--- src/clic_pkg.sv ---
package clic_pkg;

  // sizes of the block.
  localparam int clic_num_int = 16;
  localparam int clic_num_trig = 4;
  localparam int clic_intctl_bits = 4;
  localparam int clic_trig_idx_bits = $clog2(clic_num_trig);

  localparam int clic_arch_version = 0;
  localparam int clic_impl_version = 0;

  typedef logic [31:0] addr_t;
  typedef logic [31:0] data_t;
  typedef logic [3:0] strb_t;
  typedef logic [clic_num_int-1:0] int_vec_t;
  typedef logic [$clog2(clic_num_int)-1:0] int_idx_t;
  typedef logic [11:0] int_id_t;
  typedef logic [7:0] ctl_t;
  typedef logic [3:0] nlbits_t;

  // register map, byte addresses.
  localparam addr_t clic_cfg_addr = 32'd0;
  localparam addr_t clic_info_addr = 32'd4;
  localparam addr_t clic_trig_base = 32'd64;
  localparam addr_t clic_int_base = 32'd4096;
  localparam addr_t clic_trig_end = clic_trig_base + addr_t'(4 * clic_num_trig);
  localparam addr_t clic_int_end = clic_int_base + addr_t'(4 * clic_num_int);

  // read-only information word.
  localparam data_t clic_info_word = {
    1'b0,
    6'(clic_num_trig),
    4'(clic_intctl_bits),
    4'(clic_arch_version),
    4'(clic_impl_version),
    13'(clic_num_int)
  };

  // field positions of the per-interrupt word.
  localparam int clic_ip_bit = 0;
  localparam int clic_ie_bit = 8;
  localparam int clic_shv_bit = 16;
  localparam int clic_trig_lsb = 17;
  localparam int clic_mode_lsb = 22;
  localparam int clic_ctl_lsb = 24;

  // unimplemented low bits of the control byte.
  localparam logic [7-clic_intctl_bits:0] clic_ctl_fill = '1;

endpackage

--- src/clic_regs.sv ---
`timescale 1ns/10ps

module clic_regs (
  input  logic                clock,
  input  logic                reset,
  input  logic                valid,
  input  clic_pkg::addr_t     addr,
  input  clic_pkg::data_t     wdata,
  input  clic_pkg::strb_t     wstrb,
  input  clic_pkg::int_vec_t  pending,
  output clic_pkg::data_t     rdata,
  output logic                ready,
  output logic                ip_write,
  output clic_pkg::int_idx_t  ip_index,
  output logic                ip_value,
  output clic_pkg::int_vec_t  edge_mode,
  output clic_pkg::int_vec_t  edge_falling,
  output clic_pkg::int_vec_t  enable,
  output clic_pkg::ctl_t      int_ctl [clic_pkg::clic_num_int],
  output clic_pkg::nlbits_t   nlbits
);
  import clic_pkg::*;

  logic is_write;
  logic in_cfg;
  logic in_info;
  logic in_trig;
  logic in_int;

  int_idx_t int_idx;
  logic [clic_trig_idx_bits-1:0] trig_idx;

  data_t trig_word [clic_num_trig];
  int_vec_t enable_q;
  int_vec_t int_shv;
  logic [1:0] int_trig [clic_num_int];
  logic [1:0] int_mode [clic_num_int];
  logic [clic_intctl_bits-1:0] ctl_hi [clic_num_int];

  data_t read_word;

  assign is_write = |wstrb;

  // region decode.
  assign in_cfg = (addr[31:2] == clic_cfg_addr[31:2]);
  assign in_info = (addr[31:2] == clic_info_addr[31:2]);
  assign in_trig = (addr >= clic_trig_base) && (addr < clic_trig_end);
  assign in_int = (addr >= clic_int_base) && (addr < clic_int_end);

  assign int_idx = addr[$bits(int_idx_t)+1:2];
  assign trig_idx = addr[clic_trig_idx_bits+1:2];

  // software pending writes only reach edge-mode interrupts.
  assign ip_write = valid && in_int && wstrb[0] && edge_mode[int_idx];
  assign ip_index = int_idx;
  assign ip_value = wdata[clic_ip_bit];

  assign enable = enable_q;

  always_comb begin
    for (int i = 0; i < clic_num_int; i++) begin
      edge_mode[i] = int_trig[i][0];
      edge_falling[i] = int_trig[i][1]; // value 2 stays level.
      int_ctl[i] = {ctl_hi[i], clic_ctl_fill};
    end
  end

  always_comb begin
    read_word = '0;
    if (in_cfg) begin
      read_word[4:1] = nlbits;
    end else if (in_info) begin
      read_word = clic_info_word;
    end else if (in_trig) begin
      read_word = trig_word[trig_idx];
    end else if (in_int) begin
      read_word[clic_ip_bit] = pending[int_idx];
      read_word[clic_ie_bit] = enable_q[int_idx];
      read_word[clic_shv_bit] = int_shv[int_idx];
      read_word[clic_trig_lsb +: 2] = int_trig[int_idx];
      read_word[clic_mode_lsb +: 2] = int_mode[int_idx];
      read_word[clic_ctl_lsb +: 8] = int_ctl[int_idx];
    end
  end

  always_ff @(posedge clock) begin
    if (reset) begin
      nlbits <= '0;
      enable_q <= '0;
      int_shv <= '0;
      for (int i = 0; i < clic_num_trig; i++) begin
        trig_word[i] <= '0;
      end
      for (int i = 0; i < clic_num_int; i++) begin
        int_trig[i] <= '0;
        int_mode[i] <= '0;
        ctl_hi[i] <= '1;
      end
    end else if (valid && is_write) begin
      if (in_cfg && wstrb[0]) begin
        nlbits <= wdata[4:1];
      end
      if (in_trig) begin
        for (int b = 0; b < 4; b++) begin
          if (wstrb[b]) begin
            trig_word[trig_idx][8*b +: 8] <= wdata[8*b +: 8];
          end
        end
      end
      if (in_int) begin
        if (wstrb[1]) begin
          enable_q[int_idx] <= wdata[clic_ie_bit];
        end
        if (wstrb[2]) begin
          int_shv[int_idx] <= wdata[clic_shv_bit];
          int_trig[int_idx] <= wdata[clic_trig_lsb +: 2];
          int_mode[int_idx] <= wdata[clic_mode_lsb +: 2];
        end
        if (wstrb[3]) begin
          ctl_hi[int_idx] <= wdata[31 -: clic_intctl_bits]; // top bits only.
        end
      end
    end
  end

  // every strobe is answered, unmapped ones read zero.
  always_ff @(posedge clock) begin
    if (reset) begin
      ready <= 1'b0;
    end else begin
      ready <= valid;
    end
  end

  always_ff @(posedge clock) begin
    rdata <= (valid && !is_write) ? read_word : '0;
  end

  ready_follows_valid: assert property (
    @(posedge clock) disable iff (reset)
    !$past(reset) |-> (ready == $past(valid))
  ) else $error("ready does not follow valid");

endmodule

--- src/clic_pending.sv ---
`timescale 1ns/10ps

module clic_pending (
  input  logic                clock,
  input  logic                reset,
  input  clic_pkg::int_vec_t  lines,
  input  logic                ip_write,
  input  clic_pkg::int_idx_t  ip_index,
  input  logic                ip_value,
  input  clic_pkg::int_vec_t  edge_mode,
  input  clic_pkg::int_vec_t  edge_falling,
  output clic_pkg::int_vec_t  pending
);
  import clic_pkg::*;

  int_vec_t line_q;
  int_vec_t rise;
  int_vec_t fall;
  int_vec_t edge_hit;

  assign rise = lines & ~line_q;
  assign fall = ~lines & line_q;

  // select the configured edge per interrupt.
  assign edge_hit = (edge_falling & fall) | (~edge_falling & rise);

  always_ff @(posedge clock) begin
    if (reset) begin
      line_q <= '0;
    end else begin
      line_q <= lines;
    end
  end

  always_ff @(posedge clock) begin
    if (reset) begin
      pending <= '0;
    end else begin
      for (int i = 0; i < clic_num_int; i++) begin
        if (!edge_mode[i]) begin
          pending[i] <= lines[i];
        end else if (edge_hit[i]) begin
          pending[i] <= 1'b1; // edge beats a software clear.
        end else if (ip_write && (ip_index == int_idx_t'(i))) begin
          pending[i] <= ip_value;
        end
      end
    end
  end

  for (genvar g = 0; g < clic_num_int; g++) begin : g_level_check
    level_tracks_line: assert property (
      @(posedge clock) disable iff (reset)
      (!$past(reset) && !$past(edge_mode[g])) |-> (pending[g] == $past(lines[g]))
    ) else $error("level pending %0d does not track its line", g);
  end

endmodule

--- src/clic_arbiter.sv ---
`timescale 1ns/10ps

module clic_arbiter (
  input  logic                clock,
  input  logic                reset,
  input  clic_pkg::int_vec_t  pending,
  input  clic_pkg::int_vec_t  enable,
  input  clic_pkg::ctl_t      int_ctl [clic_pkg::clic_num_int],
  input  clic_pkg::nlbits_t   nlbits,
  output logic                meip,
  output clic_pkg::int_id_t   meid
);
  import clic_pkg::*;

  nlbits_t nl_used;
  ctl_t level [clic_num_int];
  ctl_t prio [clic_num_int];

  int_vec_t candidate;

  logic best_found;
  int_idx_t best_idx;
  ctl_t best_level;
  ctl_t best_prio;

  // level bits cannot exceed the implemented control bits.
  assign nl_used = (nlbits > nlbits_t'(clic_intctl_bits)) ?
                   nlbits_t'(clic_intctl_bits) : nlbits;

  assign candidate = pending & enable;

  always_comb begin
    for (int i = 0; i < clic_num_int; i++) begin
      level[i] = int_ctl[i] | (8'hff >> nl_used);
      prio[i] = (int_ctl[i] << nl_used) | ~(8'hff << nl_used);
    end
  end

  // strict compare keeps the lowest number on a tie.
  always_comb begin
    best_found = 1'b0;
    best_idx = '0;
    best_level = '0;
    best_prio = '0;
    for (int i = 1; i < clic_num_int; i++) begin
      if (candidate[i]) begin
        if (!best_found ||
            (level[i] > best_level) ||
            ((level[i] == best_level) && (prio[i] > best_prio))) begin
          best_found = 1'b1;
          best_idx = int_idx_t'(i);
          best_level = level[i];
          best_prio = prio[i];
        end
      end
    end
  end

  always_ff @(posedge clock) begin
    if (reset) begin
      meip <= 1'b0;
      meid <= '0;
    end else begin
      meip <= best_found;
      meid <= best_found ? int_id_t'(best_idx) : '0;
    end
  end

  winner_is_live: assert property (
    @(posedge clock) disable iff (reset)
    meip |-> ((meid != '0) &&
              ((($past(candidate) >> meid[$bits(int_idx_t)-1:0]) & int_vec_t'(1)) != '0))
  ) else $error("meid %0d is not a pending, enabled interrupt", meid);

endmodule

--- src/clic_top.sv ---
`timescale 1ns/10ps

module clic_top (
  input  logic                clock,
  input  logic                reset,
  input  logic                clic_valid,
  input  clic_pkg::addr_t     clic_addr,
  input  clic_pkg::data_t     clic_wdata,
  input  clic_pkg::strb_t     clic_wstrb,
  input  clic_pkg::int_vec_t  clic_irpt,
  output clic_pkg::data_t     clic_rdata,
  output logic                clic_ready,
  output logic                clic_meip,
  output clic_pkg::int_id_t   clic_meid
);
  import clic_pkg::*;

  logic ip_write;
  int_idx_t ip_index;
  logic ip_value;
  int_vec_t edge_mode;
  int_vec_t edge_falling;
  int_vec_t pending;
  int_vec_t enable;
  ctl_t int_ctl [clic_num_int];
  nlbits_t nlbits;

  clic_regs clic_regs_inst (
    .clock        (clock),
    .reset        (reset),
    .valid        (clic_valid),
    .addr         (clic_addr),
    .wdata        (clic_wdata),
    .wstrb        (clic_wstrb),
    .pending      (pending),
    .rdata        (clic_rdata),
    .ready        (clic_ready),
    .ip_write     (ip_write),
    .ip_index     (ip_index),
    .ip_value     (ip_value),
    .edge_mode    (edge_mode),
    .edge_falling (edge_falling),
    .enable       (enable),
    .int_ctl      (int_ctl),
    .nlbits       (nlbits)
  );

  clic_pending clic_pending_inst (
    .clock        (clock),
    .reset        (reset),
    .lines        (clic_irpt),
    .ip_write     (ip_write),
    .ip_index     (ip_index),
    .ip_value     (ip_value),
    .edge_mode    (edge_mode),
    .edge_falling (edge_falling),
    .pending      (pending)
  );

  clic_arbiter clic_arbiter_inst (
    .clock   (clock),
    .reset   (reset),
    .pending (pending),
    .enable  (enable),
    .int_ctl (int_ctl),
    .nlbits  (nlbits),
    .meip    (clic_meip),
    .meid    (clic_meid)
  );

endmodule

--- config.mk ---
export PLATFORM = sky130hd
export DESIGN_NAME = clic_top
export DESIGN_NICKNAME = d
export VERILOG_FILES = /design/src/clic_pkg.sv /design/src/clic_regs.sv /design/src/clic_pending.sv /design/src/clic_arbiter.sv /design/src/clic_top.sv
export SDC_FILE = /design/constraint.sdc
export NUM_CORES = 1
export LEC_CHECK = 0
export BUFFER_PORTS_ARGS = -buffer_cell sky130_fd_sc_hd__buf_2
export CORE_MARGIN = 2
export CORE_UTILIZATION = 35
export CTS_CLUSTER_DIAMETER = 100
export DETAILED_ROUTE_END_ITERATION = 12
export HOLD_SLACK_MARGIN = 0.06
export PLACE_DENSITY = 0.53
export SETUP_SLACK_MARGIN = 0.3
export SKIP_CTS_REPAIR_TIMING = 1
export SLEW_MARGIN = 20
export SYNTH_ARGS = -nofsm -noshare
export SYNTH_HDL_FRONTEND = slang
export SYNTH_SLANG_ARGS = --single-unit
export TNS_END_PERCENT = 20
--- constraint.sdc ---
create_clock -name clock -period 27.2 [get_ports clock]
set_clock_uncertainty 0.05 [all_clocks]
set_input_delay 8.16 -clock clock [delete_from_list [all_inputs] [get_ports clock]]
set_output_delay 8.16 -clock clock [all_outputs]
set_load 0.05 [all_outputs]
---- Word level (Yosys, flattened, before mapping) ----
Memories as Yosys holds them, arrays and structs flattened.
Cells that the tools add are included.
W data, S select, Z words.
storage, ports and cells
  logic and storage cells ................. 502
  memories ................................ 4
  output and inout port bits .............. 46
  RAM bits ................................ 256
  input port bits ......................... 87
  register bits ........................... 114
cells by class
  eq/ne operators ......................... 46
  bitwise gates (word level) .............. 44
  magnitude comparators ................... 36
  shifts and indexed selects .............. 17
  multiplexer cells ....................... 231
  reductions and logical operators ........ 96
memory list
  memory                    words  bits a word  rd ports  clocked after memory_dff  wr ports  line             source
  clic_regs_inst.trig_word  4      32           1         0                         4         clic_regs.sv:33  data_t trig_word [clic_num_trig];
  clic_regs_inst.ctl_hi     16     4            16        0                         16        clic_regs.sv:38  logic [clic_intctl_bits-1:0] ctl_hi [clic_num_int];
  clic_regs_inst.int_mode   16     2            1         0                         16        clic_regs.sv:37  logic [1:0] int_mode [clic_num_int];
  clic_regs_inst.int_trig   16     2            17        0                         16        clic_regs.sv:36  logic [1:0] int_trig [clic_num_int];
operators by type and width
  cell                    number
  $mux W8                 56
  $or A8 B8 Y8            30
  $gt A8 B8 Y1            28
  $mux W4                 34
  $mux W1                 120
  $shl A8 B4 Y8           15
  $eq A8 B8 Y1            14
  $and A16 B16 Y16        5
  $ne A3 B3 Y1 const B    16
  $not A16 Y16            3
  $logic_and A1 B1 Y1     39
  $bmux W8 S4             1
  $bwmux W16              2
  $eq A4 B4 Y1 const B    8
  $ge A32 B13 Y1 const B  1
  $ge A32 B7 Y1 const B   1
  $lt A32 B13 Y1 const B  1
  $lt A32 B7 Y1 const B   1
  $mux W32                1
  $reduce_or A32 Y1       1
  $eq A30 B1 Y1 const B   1
  $logic_not A30 Y1       1
  $logic_or A1 B1 Y1      28
  $mux W28                1
  26 further kinds        62

---- Logic depth before layout (Yosys ltp) ----
  word-level depth ........................ 78
  depth in mapped cells ................... 132
  depth with buffers taken out ............ 120

---- Modules after synthesis ----
From an unflattened synthesis, not the netlist that was laid out.
unflattened totals
  cells, all modules ...................... 3204
  area, all modules ....................... 29070.4 um^2
modules (own cells, without submodules)
  module        instances  seq. area each (um^2)  area each (um^2)  cells each
  clic_regs     1          9068.7                 15028.2           1154
  clic_arbiter  1          100.1                  12482.0           1869
  clic_pending  1          640.6                  1560.2            181

---- Least setup slack after synthesis ----
OpenSTA, ideal clock, no wires.
  path kind ............................... register to register
  start point ............................. register clic_regs_inst.nlbits[0]
  end point ............................... register clic_arbiter_inst.meid[2]
  setup time .............................. 0.115 ns
  slack ................................... 3.241 ns
  arrival time ............................ 23.794 ns
  path buffers ............................ 15
  period minus slack after synthesis ...... 23.959 ns
  cell stages (with the launch flop) ...... 120
  required time ........................... 27.035 ns
  path through ............................ dfxtp_1 buf_2 buf_1 clkbuf_1 clkbuf_1 buf_1 or3_1 ha_1 and4_1 o211ai_1 o211a_1 nor3_1 or2_2 ha_1 a21o_1 a211oi_1 o21ai_1 and2_1 [... 84 more ...] nand2b_1 a21o_1 a21oi_1 nor2b_1 o22ai_1 a21boi_1 clkbuf_1 a22oi_2 ha_1 nand2b_1 a21o_1 a21o_1 a21oi_1 nor2_1 nor2_1 nor2_1 or3_1 o21a_1
between the ends
  longest elaborated chain between the ends .. 78
  elaborated cells between the ends (all ways) .. 257
  classes of those cells .................. order compare (29); eq/ne (14); shift (17); mux (109); bitwise (32); reduce/logical (56)
ends and longest elaborated chain
  what                                                       line                                    source
  from (decl)                                                clic_regs.sv:20                         output clic_pkg::nlbits_t nlbits
  from (signal assigned)                                     clic_regs.sv:101                        nlbits <= wdata[4:1];
  $gt A4 B3 Y1                                               clic_arbiter.sv:27                      assign nl_used = (nlbits > nlbits_t'(clic_intctl_bits)) ?
  $mux W4 *                                                  clic_arbiter.sv:27
  $shl A8 B4 Y8                                              --
  $not A8 Y8                                                 clic_arbiter.sv:35                      prio[i] = (int_ctl[i] << nl_used) | ~(8'hff << nl_used);
  $or A8 B8 Y8                                               clic_arbiter.sv:35
  $mux W8                                                    clic_arbiter.sv:46                      if (candidate[i]) begin
  $gt A8 B8 Y1                                               clic_arbiter.sv:49                      ((level[i] == best_level) && (prio[i] > best_prio))) begin
  $logic_and A1 B1 Y1                                        clic_arbiter.sv:49
  [... 62 more ...]                                          --
  $mux W8 or $mux W1 (tied branches)                         clic_arbiter.sv:46
  $gt A8 B8 Y1, or another cell as far along                 clic_arbiter.sv:48                      (level[i] > best_level) ||
  $logic_or A1 B1 Y1 or $logic_and A1 B1 Y1 (tied branches)  clic_arbiter.sv:47, clic_arbiter.sv:49
  $logic_or A1 B1 Y1                                         clic_arbiter.sv:48
  $mux W1                                                    clic_arbiter.sv:47                      if (!best_found ||
  $mux W1                                                    clic_arbiter.sv:46
  $not A1 Y1 (no line)                                       --
  $reduce_or A2 Y1 (no line)                                 --
  to (signal assigned)                                       clic_arbiter.sv:65                      meid <= best_found ? int_id_t'(best_idx) : '0;
  to (decl)                                                  clic_arbiter.sv:11                      output clic_pkg::int_id_t meid
Mark *: on every way between the ends. The rest lies on a longest branch, timed or not.
A chain may end at the register's enable or synchronous reset.

---- Final worst setup path ----
  start point ............................. register clic_regs_inst.nlbits[1]
  end point ............................... register clic_arbiter_inst.meid[2]
Same word-level chain as after synthesis.

==> flow_summary_export.csv <==
group,metric,value,unit
clock_network,cts_made_buffers,40,
grt,grt_start_max_net_pins,90,
synthesis,synth-main-ff-cell,"edfxtp_1",
finish,areaGrowthSynthToFinish,16.2,%
sta,worst_pin_slew,1.06,ns
synthesis,synth-adder-area-share,0.0625,
placement,pre_cts_ws,0.856,ns
die,die_area,66100,µm²
power,seqPwrFrac,0.479,
sta,timing.final.crit_share,0.932,
hold_path,min_to,"clic_regs_inst.int_shv[9]",
finish,final_util,0.412,
setup_path,rrSetupSlack,1.85,ns
synthesis,synth_edf_count,256,
die,io_pins,133,
setup_path,slowest_delay,0.56,ns
clock_network,h-tree-depth,2,
run_status,status,"finished, final reports clean",
synthesis,ys_warn_count,0,
die,start_util,0.355,
setup_path,cp_common_cell,"ha_1",
finish,fin_nets,2631,
drt,drtAntennaViolNets,0,
die,die_y,257,µm
grt,grt_pass1_vias,18000,
clock_network,cts_root_buffer,"clkbuf_16",
synthesis,yosys-mux-area-fraction,0.104,
drt,drc,0,
drt,drtPass1Iterations,6,
sta,finalSetupViolations,0,
synthesis,synth_compound_area_frac,0.144,
finish,drive_gt1_frac,0.201,
hold_path,min_from,"clic_regs_inst.int_shv[9]",
setup_path,cp.arrival,25.73,ns
synthesis,synth_top_family_by_area,"simple AND/OR/NAND/NOR gates",
die,core,63200,µm²
power,peakVddDrop,0.0000506,V
synthesis,async_reset_ff_frac,0,
sta,tns,0,ns
setup_path,cp-end-kind,"flip-flop",
power,p_int,1.00,mW
power,p_sw,0.309,mW
clock_network,clk_pin_slew_worst_paths,0.06,ns
setup_path,critPathMaxFanout,46,
setup_path,cp-start-kind,"flip-flop",
synthesis,synth_cells,2278,
grt,grt-ovfl-total,0,
drt,vias,18500,
setup_path,reg2reg_to,"clic_arbiter_inst.meid[2]",
sta,relSlewSlack,0.296,
synthesis,synth_cell_types,88,
synthesis,avgSynthCellArea,9.84,µm²
placement,io_buffers,122,
sta,period_needed,25.35,ns
sta,fin_ws,1.85,ns
synthesis,syn_area,22400,µm²
clock_network,clock_latency,0.59,ns
sta,achievable-frequency,39.5,MHz
hold_path,hold_class,"flip-flop to flip-flop",
finish,final_cells,3310,
drt,drt-initial-drc-count,1649,
finish,diodes,0,
drt,vias_per_cell,5.60,
run,drv_cap,0,
grt,grt_usage,0.213,
die,die_x,257,µm
grt,antenna_found_initial,1,
drt,wirelength,71800,µm
clock_network,cts_sinks,362,
setup_path,crit_required,27.58,ns
synthesis,ys_ff_latch,362,
power,netSwitchingFraction,0.236,
hold_path,min_path_cells,2,
placement,place_inst,3231,
synthesis,synth_simple_gate_area_frac,0.215,
setup_path,r2r-start,"clic_regs_inst.nlbits[1]",
power,p_per_area,50.3,nW/µm²
placement,dp_hpwl,54500,µm
power,p_comb_frac,0.081,
sta,finalHoldViolations,0,
die,rows,92,
power,leakagePower,9.65,nW
power,p_clk_frac,0.440,
synthesis,synth_xor_xnor_area_share,0,
clock_network,clk_path_buf_depth,3,
drt,wl_per_cell,21.7,µm
sta,slew_violations,0,
setup_path,r2r_cells,121,
setup_path,startpoint,"clic_regs_inst.nlbits[1]",
sta,grt_setup_unrepaired,"false",
clock_network,tritoncts,"done",
grt,grt_pass1_wl,109000,µm
setup_path,crit_type,"flip-flop to flip-flop",
synthesis,ys_seq_area_frac,0.438,
placement,gp_congestion,0.954,
setup_path,cp_slowest_cell,"or4_4",
-- kinds of logic (layout without fill, tap and decap cells) --
kind of cell	Yosys count	in the layout
simple gates	989	989
compound gates	489	489
flops	362	362
buf+inv	203	382
mux	122	122
fa+ha+maj	112	112
other cells	1	8
-- placed cells by master (no fill, tap or decap), types with 86 or more instances in the layout --
master    netlist  layout
buf_2          10     119
and2_1        150     149
nor2_1        256     252
ha_1          112     112
buf_4           9     115
edfxtp_1      256     256
dfxtp_1       106     102
nand2_1       263     261
a21oi_1       129     128
mux4_2         86      86
-- worst max-delay path: cells and delay by family (launching register included) --
family                     cells  cell delay, ns
buffers and inverters         12            1.99
and+or+nand+nor               29            4.69
adders and majority gates     14            4.00
muxes                          2            0.73
AOI/OAI and AO/OA             64           13.26
DFF                            1            0.41
-- worst max path at each step --
| stage | slack, ns | endpoint | cells after the start |
|---|---|---|---|
| 6_report | 1.85 | clic_arbiter_inst.meid[2] | 121 |
| 5_1_grt | 0.16 | clic_arbiter_inst.meid[2] | 119 |
| 4_1_cts | 0.67 | clic_arbiter_inst.meid[2] | 121 |
| 3_5_place_dp | 0.86 | clic_arbiter_inst.meid[2] | 118 |
| 3_3_place_gp | 1.07 | clic_arbiter_inst.meid[2] | 119 |
| 2_1_floorplan | 3.24 | clic_arbiter_inst.meid[2] | 119 |
-- layout make-up --
cell class	instances	area (µm²)
clock buffer	53	1100
tap	846	1060
timing repair buffer	237	1500
fill	6183	37100
sequential	362	9820
inverter	71	270
multi-input combinational	1720	12000
clock inverter	21	324
-- routing by layer --
metal	share of wire	global-route usage	up-vias
li1	-	-	8654
met3	0.055	0.0246	69
met2	0.48	0.354	579
met4	0.017	0.0446	2
met5	0.000098	0	-
met1	0.45	0.299	9226
-- power by group through the flow --
stage	clock network, mW	logic (mW)	registers, mW
floorplan	0	0.0720	0.631
global placement	0	0.104	0.638
detailed placement	0	0.106	0.639
CTS	0.588	0.106	0.627
global route	0.607	0.116	0.630
finish	0.577	0.107	0.628
-- metrics by stage --
step	instance area [µm²]	hold WS [ns]	total power, mW
finish	26100	0.407	1.31
global route	26100	0.425	1.35
CTS	25800	0.405	1.32
detailed placement	24400	0.396	0.745
global placement	24400	0.391	0.742
floorplan	22400	0.383	0.703
-- sequential cells by signal (all words and copies together), names as in the netlist --
signal / flops
clic_pending_inst.pending: 16
clic_regs_inst.enable: 16
clic_regs_inst.trig_word: 128
clic_regs_inst.int_mode: 32
clic_regs_inst.int_trig: 32
clic_regs_inst.rdata: 32
clic_arbiter_inst.meid: 4
clic_regs_inst.ready: 1
clic_regs_inst.int_shv: 16
clic_arbiter_inst.meip: 1
clic_regs_inst.ctl_hi: 64
clic_regs_inst.nlbits: 4
clic_pending_inst.line_q: 16
-- Yosys cell counts, types with 4 or more instances --
cell / n / share of area
a221o_1: 5 / 0.0022
a41oi_1: 4 / 0.0016
o21a_1: 14 / 0.0047
nand2_1: 263 / 0.044
or3_1: 13 / 0.0036
nand2b_1: 67 / 0.019
a31o_2: 7 / 0.0027
a2111oi_0: 6 / 0.0023
a211o_1: 6 / 0.0023
nand3_1: 76 / 0.017
nor2b_1: 50 / 0.014
and2_1: 150 / 0.042
o21ai_0: 82 / 0.018
nor4_1: 13 / 0.0036
mux2i_1: 14 / 0.0063
clkbuf_1: 91 / 0.015
o22ai_1: 45 / 0.013
buf_4: 9 / 0.0030
nor2_1: 256 / 0.043
a211oi_1: 27 / 0.0090
o221ai_1: 5 / 0.0020
o21bai_1: 8 / 0.0027
o21ai_1: 4 / 0.00089
ha_1: 112 / 0.063
a21o_1: 46 / 0.015
o31a_1: 5 / 0.0020
o211ai_1: 23 / 0.0077
buf_2: 10 / 0.0022
o31ai_1: 5 / 0.0017
a22oi_1: 7 / 0.0023
a31oi_1: 15 / 0.0042
or2_2: 22 / 0.0061
mux4_2: 86 / 0.086
dfxtp_1: 106 / 0.095
edfxtp_1: 256 / 0.34
nor3_1: 25 / 0.0056
buf_1: 21 / 0.0035
inv_1: 71 / 0.012
mux2_2: 21 / 0.011
and3_1: 12 / 0.0033
a21oi_1: 129 / 0.029
nand4_1: 25 / 0.0070
Note: power is estimated with default switching activity, not from simulation.
